[src/rtl/bp_consts.svh]
`ifndef BP_CONSTS_SVH
`define BP_CONSTS_SVH

// Probe and pair geometry
`define BP_N_PROBE 4
`define BP_N_PAIR 2

// Field widths
`define BP_PERIOD_W 15
`define BP_EXP_W 5
`define BP_METRIC_W 16
`define BP_PWM_W 8

// Window exponent limits and reset value
`define BP_MIN_WIN_EXP 1
`define BP_MAX_WIN_EXP 16
`define BP_WINEXP_RST 4

// Register bus
`define BP_ADDR_W 4
`define BP_DATA_W 16

`endif

[src/rtl/bp_pkg.sv]
`include "bp_consts.svh"

package bp_pkg;

  // Register map, CTRL bit 0 is the enable
  typedef enum logic [`BP_ADDR_W-1:0] {
    BP_CTRL    = 4'd0,
    BP_PERIOD  = 4'd1,
    BP_WINEXP  = 4'd2,
    BP_METRIC0 = 4'd4,
    BP_METRIC1 = 4'd5,
    BP_WINCNT  = 4'd6
  } bp_reg_e;

  // Result of one probe pair at the end of a window
  typedef struct packed {
    logic [`BP_METRIC_W-1:0] metric; // Scaled agreement count
    logic                    done;   // One-cycle end-of-window strobe
  } bp_result_t;

endpackage

[src/rtl/bp_cfg_if.sv]
`timescale 1ns/1ns
`include "bp_consts.svh"

interface bp_cfg_if;

  logic                   enable;  // Sampling enable
  logic [`BP_PERIOD_W-1:0] period; // Strobe every period+1 cycles
  logic [`BP_EXP_W-1:0]    win_exp; // Window is 2^win_exp samples
  logic                   clear;   // One-cycle restart pulse

  modport cfg (
    output enable,
    output period,
    output win_exp,
    output clear
  );

  modport user (
    input enable,
    input period,
    input win_exp,
    input clear
  );

endinterface

[src/rtl/bp_correlator.sv]
`timescale 1ns/1ns
`include "bp_consts.svh"

module bp_correlator
  import bp_pkg::*;
(
  input  logic                   clk_48MHz,
  input  logic                   rst,
  input  logic [`BP_N_PROBE-1:0] i_probe,
  input  logic                   i_wr,
  input  logic [`BP_ADDR_W-1:0]  i_addr,
  input  logic [`BP_DATA_W-1:0]  i_wdata,
  output logic [`BP_DATA_W-1:0]  o_rdata,
  output logic [`BP_N_PAIR-1:0]  o_led
);

  bp_cfg_if cfg ();

  logic                    sample_stb;
  logic [`BP_N_PROBE-1:0]  probe_s;
  bp_result_t              result [`BP_N_PAIR];
  logic [`BP_METRIC_W-1:0] metric [`BP_N_PAIR];

  for (genvar p = 0; p < `BP_N_PAIR; p++) begin : g_metric
    assign metric[p] = result[p].metric;
  end

  bp_regs u_regs (
    .clk_48MHz (clk_48MHz),
    .rst       (rst),
    .i_wr      (i_wr),
    .i_addr    (i_addr),
    .i_wdata   (i_wdata),
    .o_rdata   (o_rdata),
    .i_result  (result),
    .cfg       (cfg.cfg)
  );

  bp_sampler u_sampler (
    .clk_48MHz    (clk_48MHz),
    .rst          (rst),
    .i_probe      (i_probe),
    .cfg          (cfg.user),
    .o_sample_stb (sample_stb),
    .o_probe_s    (probe_s)
  );

  bp_pair_corr u_pair_corr (
    .clk_48MHz    (clk_48MHz),
    .rst          (rst),
    .cfg          (cfg.user),
    .i_sample_stb (sample_stb),
    .i_probe_s    (probe_s),
    .o_result     (result)
  );

  bp_led_pwm u_led_pwm (
    .clk_48MHz (clk_48MHz),
    .rst       (rst),
    .i_metric  (metric),
    .o_led     (o_led)
  );

endmodule

[src/rtl/bp_led_pwm.sv]
`timescale 1ns/1ns
`include "bp_consts.svh"

module bp_led_pwm (
  input  logic                    clk_48MHz,
  input  logic                    rst,
  input  logic [`BP_METRIC_W-1:0] i_metric [`BP_N_PAIR],
  output logic [`BP_N_PAIR-1:0]   o_led
);

  logic [`BP_PWM_W-1:0] pwm_cnt;

  // Free-running, shared by all LEDs
  always_ff @(posedge clk_48MHz) begin
    if (rst)
      pwm_cnt <= '0;
    else
      pwm_cnt <= pwm_cnt + 1'b1;
  end

  always_ff @(posedge clk_48MHz) begin
    if (rst) begin
      o_led <= '0;
    end else begin
      for (int p = 0; p < `BP_N_PAIR; p++)
        o_led[p] <= pwm_cnt < i_metric[p][`BP_METRIC_W-1 -: `BP_PWM_W]; // Top bits set duty
    end
  end

endmodule

[src/rtl/bp_pair_corr.sv]
`timescale 1ns/1ns
`include "bp_consts.svh"

module bp_pair_corr
  import bp_pkg::*;
(
  input  logic                   clk_48MHz,
  input  logic                   rst,
  bp_cfg_if.user                 cfg,
  input  logic                   i_sample_stb,
  input  logic [`BP_N_PROBE-1:0] i_probe_s,
  output bp_result_t             o_result [`BP_N_PAIR]
);

  logic [`BP_MAX_WIN_EXP-1:0] smp_cnt;
  logic [`BP_MAX_WIN_EXP:0]   win_last;
  logic                       win_end;
  logic [`BP_EXP_W-1:0]       shift;
  logic                       done_q;

  assign win_last = ((`BP_MAX_WIN_EXP+1)'(1) << cfg.win_exp) - 1'b1;
  assign win_end  = ({1'b0, smp_cnt} >= win_last); // Also catches a shrunk window
  assign shift    = `BP_EXP_W'(`BP_MAX_WIN_EXP) - cfg.win_exp;

  // Sample counter shared by all pairs
  always_ff @(posedge clk_48MHz) begin
    if (rst || cfg.clear) begin
      smp_cnt <= '0;
      done_q  <= 1'b0;
    end else begin
      done_q <= i_sample_stb && win_end;
      if (i_sample_stb)
        smp_cnt <= win_end ? '0 : smp_cnt + 1'b1;
    end
  end

  for (genvar p = 0; p < `BP_N_PAIR; p++) begin : g_pair
    logic                           agree;
    logic [`BP_MAX_WIN_EXP:0]       agree_cnt;
    logic [`BP_MAX_WIN_EXP:0]       agree_nxt;
    logic [2*`BP_MAX_WIN_EXP-1:0]   scaled;
    logic [`BP_METRIC_W-1:0]        metric_q;

    assign agree     = i_probe_s[2*p] ~^ i_probe_s[2*p+1];
    assign agree_nxt = agree_cnt + agree;
    assign scaled    = (2*`BP_MAX_WIN_EXP)'(agree_nxt) << shift; // Normalise to 2^16

    always_ff @(posedge clk_48MHz) begin
      if (rst) begin
        agree_cnt <= '0;
        metric_q  <= '0;
      end else if (cfg.clear) begin
        agree_cnt <= '0; // Metric keeps last window
      end else if (i_sample_stb) begin
        if (win_end) begin
          agree_cnt <= '0;
          if ((scaled >> `BP_METRIC_W) != '0)
            metric_q <= '1; // Saturate full agreement
          else
            metric_q <= scaled[`BP_METRIC_W-1:0];
        end else begin
          agree_cnt <= agree_nxt;
        end
      end
    end

    assign o_result[p].metric = metric_q;
    assign o_result[p].done   = done_q; // Pairs finish together
  end

endmodule

[src/rtl/bp_regs.sv]
`timescale 1ns/1ns
`include "bp_consts.svh"

module bp_regs
  import bp_pkg::*;
(
  input  logic                  clk_48MHz,
  input  logic                  rst,
  input  logic                  i_wr,
  input  logic [`BP_ADDR_W-1:0] i_addr,
  input  logic [`BP_DATA_W-1:0] i_wdata,
  output logic [`BP_DATA_W-1:0] o_rdata,
  input  bp_result_t            i_result [`BP_N_PAIR],
  bp_cfg_if.cfg                 cfg
);

  logic                     ctrl_en;
  logic [`BP_PERIOD_W-1:0]  period_q;
  logic [`BP_EXP_W-1:0]     win_exp_q;
  logic                     clear_q;
  logic [`BP_METRIC_W-1:0]  metric_q [`BP_N_PAIR];
  logic [`BP_DATA_W-1:0]    wincnt_q;
  logic [`BP_N_PAIR-1:0]    done_v;

  always_ff @(posedge clk_48MHz) begin
    if (rst) begin
      ctrl_en   <= 1'b0;
      period_q  <= '0;
      win_exp_q <= `BP_EXP_W'(`BP_WINEXP_RST);
      clear_q   <= 1'b0;
    end else begin
      clear_q <= i_wr && (i_addr == BP_CTRL); // Restart on any CTRL write
      if (i_wr) begin
        case (i_addr)
          BP_CTRL:   ctrl_en  <= i_wdata[0];
          BP_PERIOD: period_q <= i_wdata[`BP_PERIOD_W-1:0];
          BP_WINEXP: begin
            if (i_wdata < `BP_DATA_W'(`BP_MIN_WIN_EXP))
              win_exp_q <= `BP_EXP_W'(`BP_MIN_WIN_EXP);
            else if (i_wdata > `BP_DATA_W'(`BP_MAX_WIN_EXP))
              win_exp_q <= `BP_EXP_W'(`BP_MAX_WIN_EXP);
            else
              win_exp_q <= i_wdata[`BP_EXP_W-1:0];
          end
          default: ; // Read-only or unmapped
        endcase
      end
    end
  end

  always_comb begin
    for (int p = 0; p < `BP_N_PAIR; p++)
      done_v[p] = i_result[p].done;
  end

  // Results captured at window end
  always_ff @(posedge clk_48MHz) begin
    if (rst) begin
      for (int p = 0; p < `BP_N_PAIR; p++)
        metric_q[p] <= '0;
      wincnt_q <= '0;
    end else begin
      for (int p = 0; p < `BP_N_PAIR; p++)
        if (done_v[p]) metric_q[p] <= i_result[p].metric;
      if (|done_v) wincnt_q <= wincnt_q + 1'b1; // Wraps
    end
  end

  always_comb begin
    o_rdata = '0;
    case (i_addr)
      BP_CTRL:    o_rdata[0] = ctrl_en;
      BP_PERIOD:  o_rdata[`BP_PERIOD_W-1:0] = period_q;
      BP_WINEXP:  o_rdata[`BP_EXP_W-1:0] = win_exp_q;
      BP_METRIC0: o_rdata = metric_q[0];
      BP_METRIC1: o_rdata = metric_q[1];
      BP_WINCNT:  o_rdata = wincnt_q;
      default:    o_rdata = '0;
    endcase
  end

  assign cfg.enable  = ctrl_en;
  assign cfg.period  = period_q;
  assign cfg.win_exp = win_exp_q;
  assign cfg.clear   = clear_q;

endmodule

[src/rtl/bp_sampler.sv]
`timescale 1ns/1ns
`include "bp_consts.svh"

module bp_sampler (
  input  logic                   clk_48MHz,
  input  logic                   rst,
  input  logic [`BP_N_PROBE-1:0] i_probe,
  bp_cfg_if.user                 cfg,
  output logic                   o_sample_stb,
  output logic [`BP_N_PROBE-1:0] o_probe_s
);

  logic [`BP_N_PROBE-1:0]  sync_q;
  logic [`BP_PERIOD_W-1:0] cnt_q;

  // Two-flop synchroniser per probe
  always_ff @(posedge clk_48MHz) begin
    sync_q    <= i_probe;
    o_probe_s <= sync_q;
  end

  // Period down-counter
  always_ff @(posedge clk_48MHz) begin
    if (rst) begin
      cnt_q <= '0;
    end else if (cfg.clear) begin
      cnt_q <= cfg.period; // Restart the period
    end else if (cfg.enable) begin
      if (cnt_q == '0)
        cnt_q <= cfg.period; // Reload on expiry
      else
        cnt_q <= cnt_q - 1'b1;
    end
  end

  // First strobe lands period+1 cycles after clear
  assign o_sample_stb = cfg.enable && !cfg.clear && (cnt_q == '0);

endmodule
[config.mk]
export PLATFORM = sky130hd
export DESIGN_NAME = bp_correlator
export DESIGN_NICKNAME = d
export VERILOG_FILES = /design/src/rtl/bp_pkg.sv /design/src/rtl/bp_cfg_if.sv /design/src/rtl/bp_correlator.sv /design/src/rtl/bp_led_pwm.sv /design/src/rtl/bp_pair_corr.sv /design/src/rtl/bp_regs.sv /design/src/rtl/bp_sampler.sv
export VERILOG_INCLUDE_DIRS = /design/src /design/src/rtl
export SDC_FILE = /design/constraint.sdc
export NUM_CORES = 1
export LEC_CHECK = 0
export BUFFER_PORTS_ARGS = -buffer_cell sky130_fd_sc_hd__clkbuf_2
export CAP_MARGIN = 20
export CORE_MARGIN = 2
export CORE_UTILIZATION = 50
export DETAILED_ROUTE_END_ITERATION = 8
export GPL_TIMING_DRIVEN = 0
export PLACE_DENSITY = 0.68
export SYNTH_ARGS = -nofsm -noshare
export SYNTH_HDL_FRONTEND = slang
export SYNTH_SLANG_ARGS = --single-unit
[constraint.sdc]
create_clock -name clk_48MHz -period 5 [get_ports clk_48MHz]
set_input_delay 0.75 -clock clk_48MHz [delete_from_list [all_inputs] [get_ports clk_48MHz]]
set_output_delay 0.75 -clock clk_48MHz [all_outputs]
set_load 0.02 [all_outputs]
==> results of run 1 <==
==> worst max-delay path: cells and delay by family (launching register included) <==
kind,cells,cell delay (ns)
adders and majority gates,3,0.68
and+or+nand+nor,6,1.49
AOI/OAI and AO/OA,4,0.83
DFF,1,0.40
buffers and inverters,7,1.25
==> cell usage after synthesis (16+ instances only) <==
library cell / instances
sky130_fd_sc_hd__xnor2_1: 38
sky130_fd_sc_hd__a21oi_1: 101
sky130_fd_sc_hd__inv_1: 34
sky130_fd_sc_hd__and3_1: 16
sky130_fd_sc_hd__o21ai_0: 59
sky130_fd_sc_hd__nor4_1: 18
sky130_fd_sc_hd__nand2_1: 190
sky130_fd_sc_hd__nand3_1: 48
sky130_fd_sc_hd__a211oi_1: 21
sky130_fd_sc_hd__nand2b_1: 18
sky130_fd_sc_hd__and2_1: 38
sky130_fd_sc_hd__nor2_1: 160
sky130_fd_sc_hd__dfxtp_1: 154
sky130_fd_sc_hd__nor3_1: 26
sky130_fd_sc_hd__xor2_1: 51
sky130_fd_sc_hd__edfxtp_1: 32
sky130_fd_sc_hd__a22oi_1: 37
sky130_fd_sc_hd__clkbuf_1: 62
sky130_fd_sc_hd__o21bai_1: 32
sky130_fd_sc_hd__nand4_1: 33
sky130_fd_sc_hd__ha_1: 45
==> through the flow <==
stage               hold WS (ns)  setup TNS [ns]  std cells  utilization, %
CTS                        0.331               0       1915            56.2
global route               0.335               0       1917            56.4
finish                     0.328               0       1917            56.4
global placement           0.310          -90.89       1883            53.3
detailed placement         0.314          -94.61       1883            53.3
floorplan                  0.310               0       1516               -
==> registers in the layout, indices dropped and copies added (netlist names) <==
| name | flops |
|---|---|
| u_pair_corr.g_pair.agree_cnt | 34 |
| u_regs.cfg.clear | 1 |
| u_pair_corr.g_pair.metric_q | 32 |
| u_regs.cfg.enable | 1 |
| u_regs.cfg.period | 15 |
| u_led_pwm.pwm_cnt | 8 |
| u_pair_corr.done_q | 1 |
| u_regs.cfg.win_exp | 5 |
| u_regs.metric_q | 32 |
| u_regs.wincnt_q | 16 |
| u_pair_corr.smp_cnt | 16 |
| u_sampler.o_probe_s | 4 |
| u_sampler.cnt_q | 15 |
| u_sampler.sync_q | 4 |
| u_led_pwm.o_led | 2 |
==> cell type report <==
class                           instances  share of cell area [%]
Multi-Input combinational cell       1186                    55.5
Sequential cell                       186                    29.7
Buffer                                106                    4.60
Clock buffer                           18                    3.15
Tap cell                              324                    2.97
Timing Repair Buffer                   48                    1.85
Clock inverter                         14                    1.27
Inverter                               35                    1.00
==> per-layer routing <==
metal / vias up / wire (um)
met3: 65 / 1990
met1: 5429 / 15900
met4: 0 / 863
met2: 374 / 17000
met5: - / 0
li1: 5604 / -
==> what timing repair did <==
item,4_1_cts,5_1_grt
hold endpoints to repair,0,0
endpoints found under the setup margin,83,82
buffers inserted,2,2
pin swaps,4,5
gates cloned,1,0
gates resized for setup,28,20
==> power by group through the flow <==
stage / sequential, mW / combinational, mW / clock (mW)
finish: 1.55 / 0.231 / 1.37
global route: 1.55 / 0.256 / 1.46
CTS: 1.55 / 0.228 / 1.39
detailed placement: 1.59 / 0.224 / 0
global placement: 1.59 / 0.220 / 0
floorplan: 1.58 / 0.151 / 0
==> cells by family (layout without fill, tap and decap cells) <==
family	Yosys count	after routing
xor gates and xnor gates	89	89
AOI/OAI and AO/OA	394	394
muxes	25	25
buffers and inverters	144	221
adders and majority gates	47	47
and+or+nand+nor	631	631
DFF	186	186
==> path summary, 6_finish.rpt <==
path                                      startpoint                                              end  slack (ns)  cells past startpoint
hold reg to reg          u_sampler.sync_q[3]$_DFF_P_                   u_sampler.o_probe_s[3]$_DFF_P_        0.33                      0
setup reg to reg  u_regs.cfg.win_exp[0]$_SDFFE_PP0P_  u_pair_corr.g_pair[0].agree_cnt[0]$_SDFFE_PP0P_        0.25                     20
setup / recovery  u_regs.cfg.win_exp[0]$_SDFFE_PP0P_  u_pair_corr.g_pair[0].agree_cnt[0]$_SDFFE_PP0P_        0.25                     20
hold / removal           u_sampler.sync_q[3]$_DFF_P_                   u_sampler.o_probe_s[3]$_DFF_P_        0.33                      0
==> PnR_summary.wiki, run 1 <==
{| class="wikitable"
! Metric !! Value
|-
| Initial Util || 50.7%
|-
| Post-synthesis instance total || 1516
|-
| Die area || 25800 um^2
|-
| Worst-path cell chain || buf_6 -> clkinv_4 -> clkbuf_8 -> clkbuf_8 -> ha_2 -> ha_1 -> buf_6 -> o311ai_0 -> nand2_1 -> nor2_1 -> ha_1 -> a21oi_1 -> a21boi_0 -> o31a_1 -> or3_2 -> and3_2 -> or3_1 -> clkbuf_1 -> buf_2 -> nor2_1
|-
| Max_cap viols || 0
|-
| Pint || 2.30 mW
|-
| Syn_nets || 1588
|-
| Achievable Freq || 210 MHz
|-
| Mean number of vias per cell || 5.98
|-
| HPWL after DPL || 26600 um
|-
| Endpoint class of the critical path || flip-flop
|-
| Vias after detailed routing || 11500
|-
| Share of synthesized flip-flops with an asynchronous set or reset || 0%
|-
| Sequential power share || 49.2%
|-
| Actual transition at the worst max-transition pin || 0.980 ns
|-
| Placeable core region || 24200 um^2
|-
| Synthesis-to-finish area growth || 11.1%
|-
| Library cell occupying the most area in the post-synthesis netlist || sky130_fd_sc_hd__dfxtp_1
|-
| Lkg Pwr || 5.19 nW
|-
| Residual overflow from global routing || 0
|-
| Count of endpoints failing hold in the final timing report || 0
|-
| Post-synthesis sequential element count || 186
|-
| Post-Synthesis Mean Instance Area || 8.09 um^2
|-
| Classification of the worst-slack hold path || reg -> reg
|-
| Data required time at the worst endpoint || 5.38 ns
|-
| Power consumption || 3.15 mW
|-
| Met1 track utilization from global routing || 37.2%
|-
| Initial antenna violation count || 0
|-
| Crit path max fanout || 11
|-
| Nets@finish || 1652
|-
| Final worst clock skew || 0.0191 ns
|-
| Fraction of layout instances using a drive strength above 1 || 12.1%
|-
| Compound-cell area share of the yosys netlist || 22.1%
|-
| Post-Synth Adder-Cell Area || 4.75%
|-
| Maximum vdd ir drop || 0.174 mV
|-
| Insertion delay to the later sink of the worst-skew pair || 0.45 ns
|-
| Total GRT Usage || 27.9%
|-
| H-tree levels || 4
|-
| Start-to-end type of the worst setup path || reg -> reg
|-
| Most frequent standard cell in the layout excluding fill and tap cells || sky130_fd_sc_hd__nand2_1
|-
| XOR/XNOR share of the synthesized area || 6.35%
|-
| Detailed Route Iter0 Violations || 1001
|-
| CTS Buf Count || 17
|-
| Fillers || 2315
|-
| Setup violators final || 0
|-
| Run status || finished clean
|-
| Relative contribution of the clock network to total power || 43.5%
|-
| DRC violations left || 0
|-
| Clock tree from TritonCTS || done
|-
| Max incr delay on CP || 0.48 ns
|-
| Ports || 45
|-
| Global routing usage on met3 || 4.29%
|-
| Fraction of power consumed by combinational cells || 7.3%
|-
| Number of library cell types mapped by synthesis || 108
|-
| Share of cell area taken by muxes after synthesis || 2.36%
|-
| Dominant combinational cell family by area after synthesis || simple AND/OR/NAND/NOR gates
|-
| Number of global-route vias before repair || 10800
|-
| Final routed wire length divided by cell count || 18.7 um
|-
| Area of all placed cells without fillers || 13600 um^2
|-
| Die Width || 161 um
|-
| Flip-flop cell with the highest count after synthesis || sky130_fd_sc_hd__dfxtp_1
|-
| Clock-pin slew reported for the worst setup and hold paths after clock tree synthesis || 0.07 ns
|-
| Placed standard-cell area || 12900 um^2
|-
| Post-Synth Simple-Gate Area || 25.5%
|-
| Share of the synthesized area in the top cell type || 25.1%
|-
| P_sw || 0.855 mW
|-
| Peak-usage layer in the global routing report || met2
|-
| Leading cell types in the layout, fill and taps excluded || sky130_fd_sc_hd__nand2_1 (189), sky130_fd_sc_hd__nor2_1 (157), sky130_fd_sc_hd__dfxtp_1 (154)
|-
| Unrepaired setup endpoints after global routing || false
|-
| Switching part of the total power || 27.1%
|-
| Diodes inserted || 0
|-
| Total power density per cell area || 231 nW/um^2
|-
| Combined area of all synthesized cells || 12300 um^2
|-
| Antenna Nets Post-Route || 0
|-
| Cells taking the most area after synthesis || sky130_fd_sc_hd__dfxtp_1 (25%), sky130_fd_sc_hd__edfxtp_1 (7.8%), sky130_fd_sc_hd__nand2_1 (5.8%)
|-
| Number of rows created at floorplan || 57
|-
| Overall routed net length || 35800 um
|-
| Number of buffers on the longest clock path || 2
|-
| Minimum setup slack after placement || -1.32 ns
|-
| Final min period || 4.75 ns
|-
| Root buffer cell || sky130_fd_sc_hd__clkbuf_16
|-
| Multi-input gate area || 7570 um^2
|-
| Critical-path cell with the highest stage delay || sky130_fd_sc_hd__or3_2
|-
| Data arrival, critical path || 5.14 ns
|-
| Number of hold buffers added after cts || 0
|-
| Port-buffer cells || 43
|-
| First-pass GRT wire length || 58000 um
|-
| RD Place Congestion || 0.953
|-
| Part of the Yosys area used for sequential elements || 33.0%
|-
| Number of synthesized flops with an enable pin || 32
|-
| Headroom to the max-slew limit || 34.4%
|-
| Total count of max-transition violations in the final report || 0
|-
| Final cycle utilization of the critical path || 95.1%
|-
| GR Util met2 || 46.8%
|-
| Chip height || 161 um
|-
| Final worst slack || 0.246 ns
|-
| Element type at the critical path start || flip-flop
|-
| Yosys Warn Count || 0
|-
| Sequential Area || 4040 um^2
|-
| Count of clock tree sinks || 186
|-
| Number of iterations in the first detailed-routing pass || 6
|-
| Pin count of the biggest net entering global routing || 33
|}
No activity file was read; power rests on OpenSTA's default activity.
==> run 2: changes to the inputs <==
- CELL_PAD_IN_SITES_DETAIL_PLACEMENT: unset -> 1
- CELL_PAD_IN_SITES_GLOBAL_PLACEMENT: unset -> 2
- CORE_UTILIZATION: 50 -> 35
- PLACE_DENSITY: 0.68 -> 0.77
==> PnR_summary.wiki, run 2 (synthesis gave the netlist of run 1 again) <==
{| class="wikitable"
! Metric !! Value
|-
| Final hold slack || 0.315 ns
|-
| Synthesis-to-finish area growth || 13.0%
|-
| Actual transition at the worst max-transition pin || 0.992 ns
|-
| First-pass GRT wire length || 67500 um
|-
| Final worst clock skew || 0.0163 ns
|-
| Post-route setup TNS || 0 ns
|-
| Initial Util || 35.5%
|-
| Diodes inserted || 0
|-
| Number of global-route vias before repair || 11800
|-
| Register name with the most flops || u_pair_corr.g_pair.agree_cnt
|-
| Fillers || 4206
|-
| Maximum vdd ir drop || 0.294 mV
|-
| Core Util, Final || 40.1%
|-
| Count of clock tree sinks || 186
|-
| Count of endpoints failing hold in the final timing report || 0
|-
| Die area || 36600 um^2
|-
| Most frequent standard cell in the layout excluding fill and tap cells || sky130_fd_sc_hd__nand2_1
|-
| Nets@finish || 1656
|-
| Achievable Freq || 209 MHz
|-
| Fraction of layout instances using a drive strength above 1 || 12.3%
|-
| WP buf/inv || 8
|-
| DRC violations left || 0
|-
| Headroom to the max-slew limit || 33.6%
|-
| Total power density per cell area || 233 nW/um^2
|-
| H-tree levels || 4
|-
| Critical-path cell with the highest stage delay || sky130_fd_sc_hd__or3_1
|-
| RD Place Congestion || 0.905
|-
| Final worst slack || 0.221 ns
|-
| Total GRT Usage || 23.6%
|-
| Chip height || 191 um
|-
| Port-buffer cells || 43
|-
| Antenna Nets Post-Route || 0
|-
| Placeable core region || 34500 um^2
|-
| Lkg Pwr || 5.23 nW
|-
| Setup violators final || 0
|-
| Total count of max-transition violations in the final report || 0
|-
| Ports || 45
|-
| Clock tree from TritonCTS || done
|-
| Cells after DPL || 2014
|-
| Top delay family on crit path || compound AO/OA/AOI/OAI gates
|-
| Detailed Route Iter0 Violations || 634
|-
| Number of rows created at floorplan || 68
|-
| Biggest registers after layout || u_pair_corr.g_pair.agree_cnt: 34 flops, u_pair_corr.g_pair.metric_q: 32 flops, u_regs.metric_q: 32 flops
|-
| Minimum setup slack after placement || -1.77 ns
|-
| Max_cap viols || 0
|-
| Max incr delay on CP || 0.40 ns
|-
| CTS Buf Count || 17
|-
| Run status || finished clean
|-
| Most frequent cell on the critical path || sky130_fd_sc_hd__buf_6
|-
| Endpoint class of the critical path || flip-flop
|-
| Element type at the critical path start || flip-flop
|-
| Residual overflow from global routing || 0
|-
| Data required time at the worst endpoint || 5.35 ns
|-
| Final Instance Count excl. Fillers || 2052
|-
| Insertion delay to the later sink of the worst-skew pair || 0.47 ns
|-
| Number of buffers on the longest clock path || 2
|-
| HPWL after DPL || 32000 um
|-
| Leading cell types in the layout, fill and taps excluded || sky130_fd_sc_hd__nand2_1 (190), sky130_fd_sc_hd__nor2_1 (157), sky130_fd_sc_hd__dfxtp_1 (153)
|-
| Vias after detailed routing || 11600
|-
| Pin count of the biggest net entering global routing || 33
|-
| Start-to-end type of the worst setup path || reg -> reg
|-
| Multi-input gate area || 7580 um^2
|-
| Final min period || 4.78 ns
|-
| Final cycle utilization of the critical path || 95.6%
|-
| Mean number of vias per cell || 5.66
|-
| Sequential Area || 4050 um^2
|-
| Data arrival, critical path || 5.13 ns
|-
| Flip-flop count of the largest register after layout || 34
|-
| Number of iterations in the first detailed-routing pass || 5
|-
| Final routed wire length divided by cell count || 20.6 um
|-
| Die Width || 191 um
|-
| Clock-pin slew reported for the worst setup and hold paths after clock tree synthesis || 0.09 ns
|-
| Root buffer cell || sky130_fd_sc_hd__clkbuf_16
|-
| Crit path max fanout || 11
|-
| Initial antenna violation count || 0
|-
| Classification of the worst-slack hold path || reg -> reg
|-
| Overall routed net length || 42200 um
|}
run 2: cell count changes in the layout (fill, tap and decap cells not counted), moves of 2 or more:
cell,change
sky130_fd_sc_hd__clkinv_8,-4
sky130_fd_sc_hd__inv_12,+3
sky130_fd_sc_hd__inv_8,+3
sky130_fd_sc_hd__clkbuf_16,+2
sky130_fd_sc_hd__clkbuf_8,-2
sky130_fd_sc_hd__clkinv_4,-2
run 2: what timing repair did:
action,in CTS,in global routing
endpoints found under the setup margin,83,76
setup buffers,3,5
gates resized for setup,37,12
hold buffers,0,0
pin swaps,3,4
cloned,1,0
run 2: path summary, 6_finish.rpt:
| kind | from | endpoint | slack [ns] | cells after the start |
|---|---|---|---|---|
| max | u_regs.cfg.win_exp[0]$_SDFFE_PP0P_ | u_pair_corr.g_pair[0].metric_q[12]$_SDFFE_PP0P_ | 0.22 | 26 |
| min | u_sampler.sync_q[2]$_DFF_P_ | u_sampler.o_probe_s[2]$_DFF_P_ | 0.32 | 0 |
| max reg2reg | u_regs.cfg.win_exp[0]$_SDFFE_PP0P_ | u_pair_corr.g_pair[0].metric_q[12]$_SDFFE_PP0P_ | 0.22 | 26 |
| min reg2reg | u_sampler.sync_q[2]$_DFF_P_ | u_sampler.o_probe_s[2]$_DFF_P_ | 0.32 | 0 |
run 2: where the power goes:
part | total (mW) | switching, mW | internal, mW
registers | 1.55 | 0.0132 | 1.54
logic | 0.239 | 0.157 | 0.0822
clock network | 1.44 | 0.754 | 0.688
total | 3.23 | 0.924 | 2.31
run 2: layer usage:
layer	vias to the layer above	track usage [%]	share of wire, %
li1	5606	-	-
met3	54	3.07	3.2
met2	241	39.4	47
met5	-	0	0
met4	0	7.25	2.3
met1	5704	31.5	47
run 2: cell type report:
class	count	area share, %
buffer	106	4.66
timing repair buffer	52	2.07
sequential	186	29.2
clock buffer	17	3.07
tap	455	4.11
multi-input combinational	1186	54.6
clock inverter	15	1.29
inverter	35	1.00
run 2: stage by stage:
step | cell area (um^2) | power (mW)
CTS | 13800 | 3.28
global route | 13900 | 3.36
floorplan | 12300 | 1.73
detailed placement | 13100 | 1.82
finish | 13900 | 3.23
global placement | 13100 | 1.82
==> run 3: changes to the inputs <==
- PLACE_DENSITY: 0.77 -> unset
- PLACE_DENSITY_LB_ADDON: unset -> 0.1
==> PnR_summary.wiki, run 3 (synthesis gave the netlist of run 1 again) <==
{| class="wikitable"
! Metric !! Value
|-
| Pint || 2.38 mW
|-
| Die Width || 191 um
|-
| Total count of max-transition violations in the final report || 0
|-
| Total GRT Usage || 24.0%
|-
| Final cycle utilization of the critical path || 93.3%
|-
| Actual transition at the worst max-transition pin || 1.01 ns
|-
| Leading cell types in the layout, fill and taps excluded || sky130_fd_sc_hd__nand2_1 (190), sky130_fd_sc_hd__nor2_1 (157), sky130_fd_sc_hd__dfxtp_1 (153)
|-
| Pin count of the biggest net entering global routing || 33
|-
| Data required time at the worst endpoint || 5.36 ns
|-
| DRC violations left || 0
|-
| Critical-path cell with the highest stage delay || sky130_fd_sc_hd__or3_1
|-
| Total power density per cell area || 236 nW/um^2
|-
| Number of hold buffers added after cts || 0
|-
| Flip-flop count of the largest register after layout || 34
|-
| Count of endpoints failing hold in the final timing report || 0
|-
| Synthesis-to-finish area growth || 12.6%
|-
| Area of all placed cells without fillers || 13800 um^2
|-
| Lkg Pwr || 5.20 nW
|-
| Max_cap viols || 0
|-
| Fillers || 4225
|-
| Data arrival, critical path || 5.02 ns
|-
| Number of buffers on the longest clock path || 2
|-
| First-pass GRT wire length || 67700 um
|-
| Chip height || 191 um
|-
| Final routed wire length divided by cell count || 20.9 um
|-
| Start-to-end type of the worst setup path || reg -> reg
|-
| Relative contribution of the clock network to total power || 45.0%
|-
| Final min period || 4.66 ns
|-
| Number of rows created at floorplan || 68
|-
| Vias after detailed routing || 11500
|-
| Endpoint class of the critical path || flip-flop
|-
| Root buffer cell || sky130_fd_sc_hd__clkbuf_16
|-
| Fraction of power consumed by combinational cells || 7.3%
|-
| Final worst clock skew || 0.00951 ns
|-
| Insertion delay to the later sink of the worst-skew pair || 0.46 ns
|-
| Top delay family on crit path || simple AND/OR/NAND/NOR gates
|-
| Initial antenna violation count || 0
|-
| Achievable Freq || 214 MHz
|-
| Count of clock tree sinks || 186
|-
| Headroom to the max-slew limit || 32.8%
|-
| Number of global-route vias before repair || 11500
|-
| Register name with the most flops || u_pair_corr.g_pair.agree_cnt
|-
| Antenna Nets Post-Route || 0
|-
| Number of iterations in the first detailed-routing pass || 5
|-
| Initial Util || 35.5%
|-
| Mean number of vias per cell || 5.60
|-
| Worst-path cell chain || buf_6 -> clkinv_4 -> clkbuf_16 -> ha_2 -> ha_1 -> buf_6 -> nand2_1 -> ha_4 -> inv_2 -> nor2_4 -> a211oi_2 -> a21oi_1 -> ha_1 -> nand4_1 -> nor2_1 -> o31a_1 -> or3_2 -> nand3_4 -> or3_1 -> or3_4 -> o41ai_4 -> buf_4 -> a21oi_2
|-
| Placed standard-cell area || 13100 um^2
|-
| Ports || 45
|-
| Die area || 36600 um^2
|-
| WP buf/inv || 6
|-
| Fraction of layout instances using a drive strength above 1 || 12.1%
|-
| Maximum vdd ir drop || 0.218 mV
|-
| Max incr delay on CP || 0.39 ns
|-
| Setup violators final || 0
|-
| Clock tree from TritonCTS || done
|-
| Unrepaired setup endpoints after global routing || false
|-
| RD Place Congestion || 0.872
|-
| HPWL after DPL || 32700 um
|-
| Switching part of the total power || 26.9%
|-
| P_sw || 0.875 mW
|-
| H-tree levels || 4
|-
| Nets@finish || 1651
|-
| Minimum setup slack after placement || -1.77 ns
|-
| Overall routed net length || 42900 um
|-
| Placeable core region || 34500 um^2
|-
| Final worst slack || 0.337 ns
|-
| Clock-pin slew reported for the worst setup and hold paths after clock tree synthesis || 0.08 ns
|-
| Classification of the worst-slack hold path || reg -> reg
|-
| Run status || finished clean
|-
| Detailed Route Iter0 Violations || 631
|-
| CTS Buf Count || 17
|-
| Sequential power share || 47.7%
|-
| Element type at the critical path start || flip-flop
|-
| Diodes inserted || 0
|-
| Most frequent standard cell in the layout excluding fill and tap cells || sky130_fd_sc_hd__nand2_1
|-
| Port-buffer cells || 43
|-
| Biggest registers after layout || u_pair_corr.g_pair.agree_cnt: 34 flops, u_pair_corr.g_pair.metric_q: 32 flops, u_regs.metric_q: 32 flops
|-
| Crit path max fanout || 20
|-
| Residual overflow from global routing || 0
|}
-- run 3: timing repair --
| action | in CTS | in global routing |
|---|---|---|
| pin swaps | 4 | 5 |
| buffers inserted | 4 | 0 |
| resized for setup | 41 | 11 |
| setup endpoints to repair | 83 | 76 |
| endpoints found under the hold margin | 0 | 0 |
| gates cloned | 1 | 0 |
-- run 3: layout make-up --
cell class / count / area [um^2] / share of cell area (%)
buffer: 105 / 623 / 4.51
clock buffer: 17 / 425 / 3.08
clock inverter: 15 / 184 / 1.33
inverter: 35 / 136 / 0.987
multi-input combinational: 1186 / 7580 / 54.9
sequential: 186 / 4050 / 29.3
tap: 455 / 569 / 4.12
timing repair buffer: 48 / 253 / 1.83
-- run 3: power by group through the flow --
stage	Clock, mW	Sequential [mW]	Combinational [mW]
6_report	1.47	1.55	0.239
5_1_grt	1.56	1.55	0.265
4_1_cts	1.50	1.55	0.240
3_5_place_dp	0	1.59	0.235
3_3_place_gp	0	1.59	0.232
2_1_floorplan	0	1.58	0.151
-- run 3: final timing paths --
path,start,endpoint,slack [ns],cells after the start
worst max-delay path,u_regs.cfg.win_exp[0]$_SDFFE_PP0P_,u_pair_corr.g_pair[0].metric_q[6]$_SDFFE_PP0P_,0.34,23
worst min-delay path,u_sampler.sync_q[3]$_DFF_P_,u_sampler.o_probe_s[3]$_DFF_P_,0.33,0
worst min register to register,u_sampler.sync_q[3]$_DFF_P_,u_sampler.o_probe_s[3]$_DFF_P_,0.33,0
worst max register to register,u_regs.cfg.win_exp[0]$_SDFFE_PP0P_,u_pair_corr.g_pair[0].metric_q[6]$_SDFFE_PP0P_,0.34,23
-- run 3: routing by layer --
metal	track usage, %	up-vias	share of wire (%)
met4	7.46	0	2.4
li1	-	5608	-
met3	3.47	56	2.9
met5	0	-	0
met1	32.0	5611	48
met2	39.9	187	46
-- run 3: per-stage QoR --
step	TNS, ns	hold WS, ns	std cells	power [mW]	util (%)
after floorplan	0	0.310	1516	1.73	-
after global placement	-125.50	0.310	2014	1.82	37.8
after detailed placement	-127.45	0.314	2014	1.82	37.8
after CTS	0	0.332	2048	3.29	40.0
after global routing	0	0.335	2047	3.38	40.0
final	0	0.329	2047	3.26	40.0
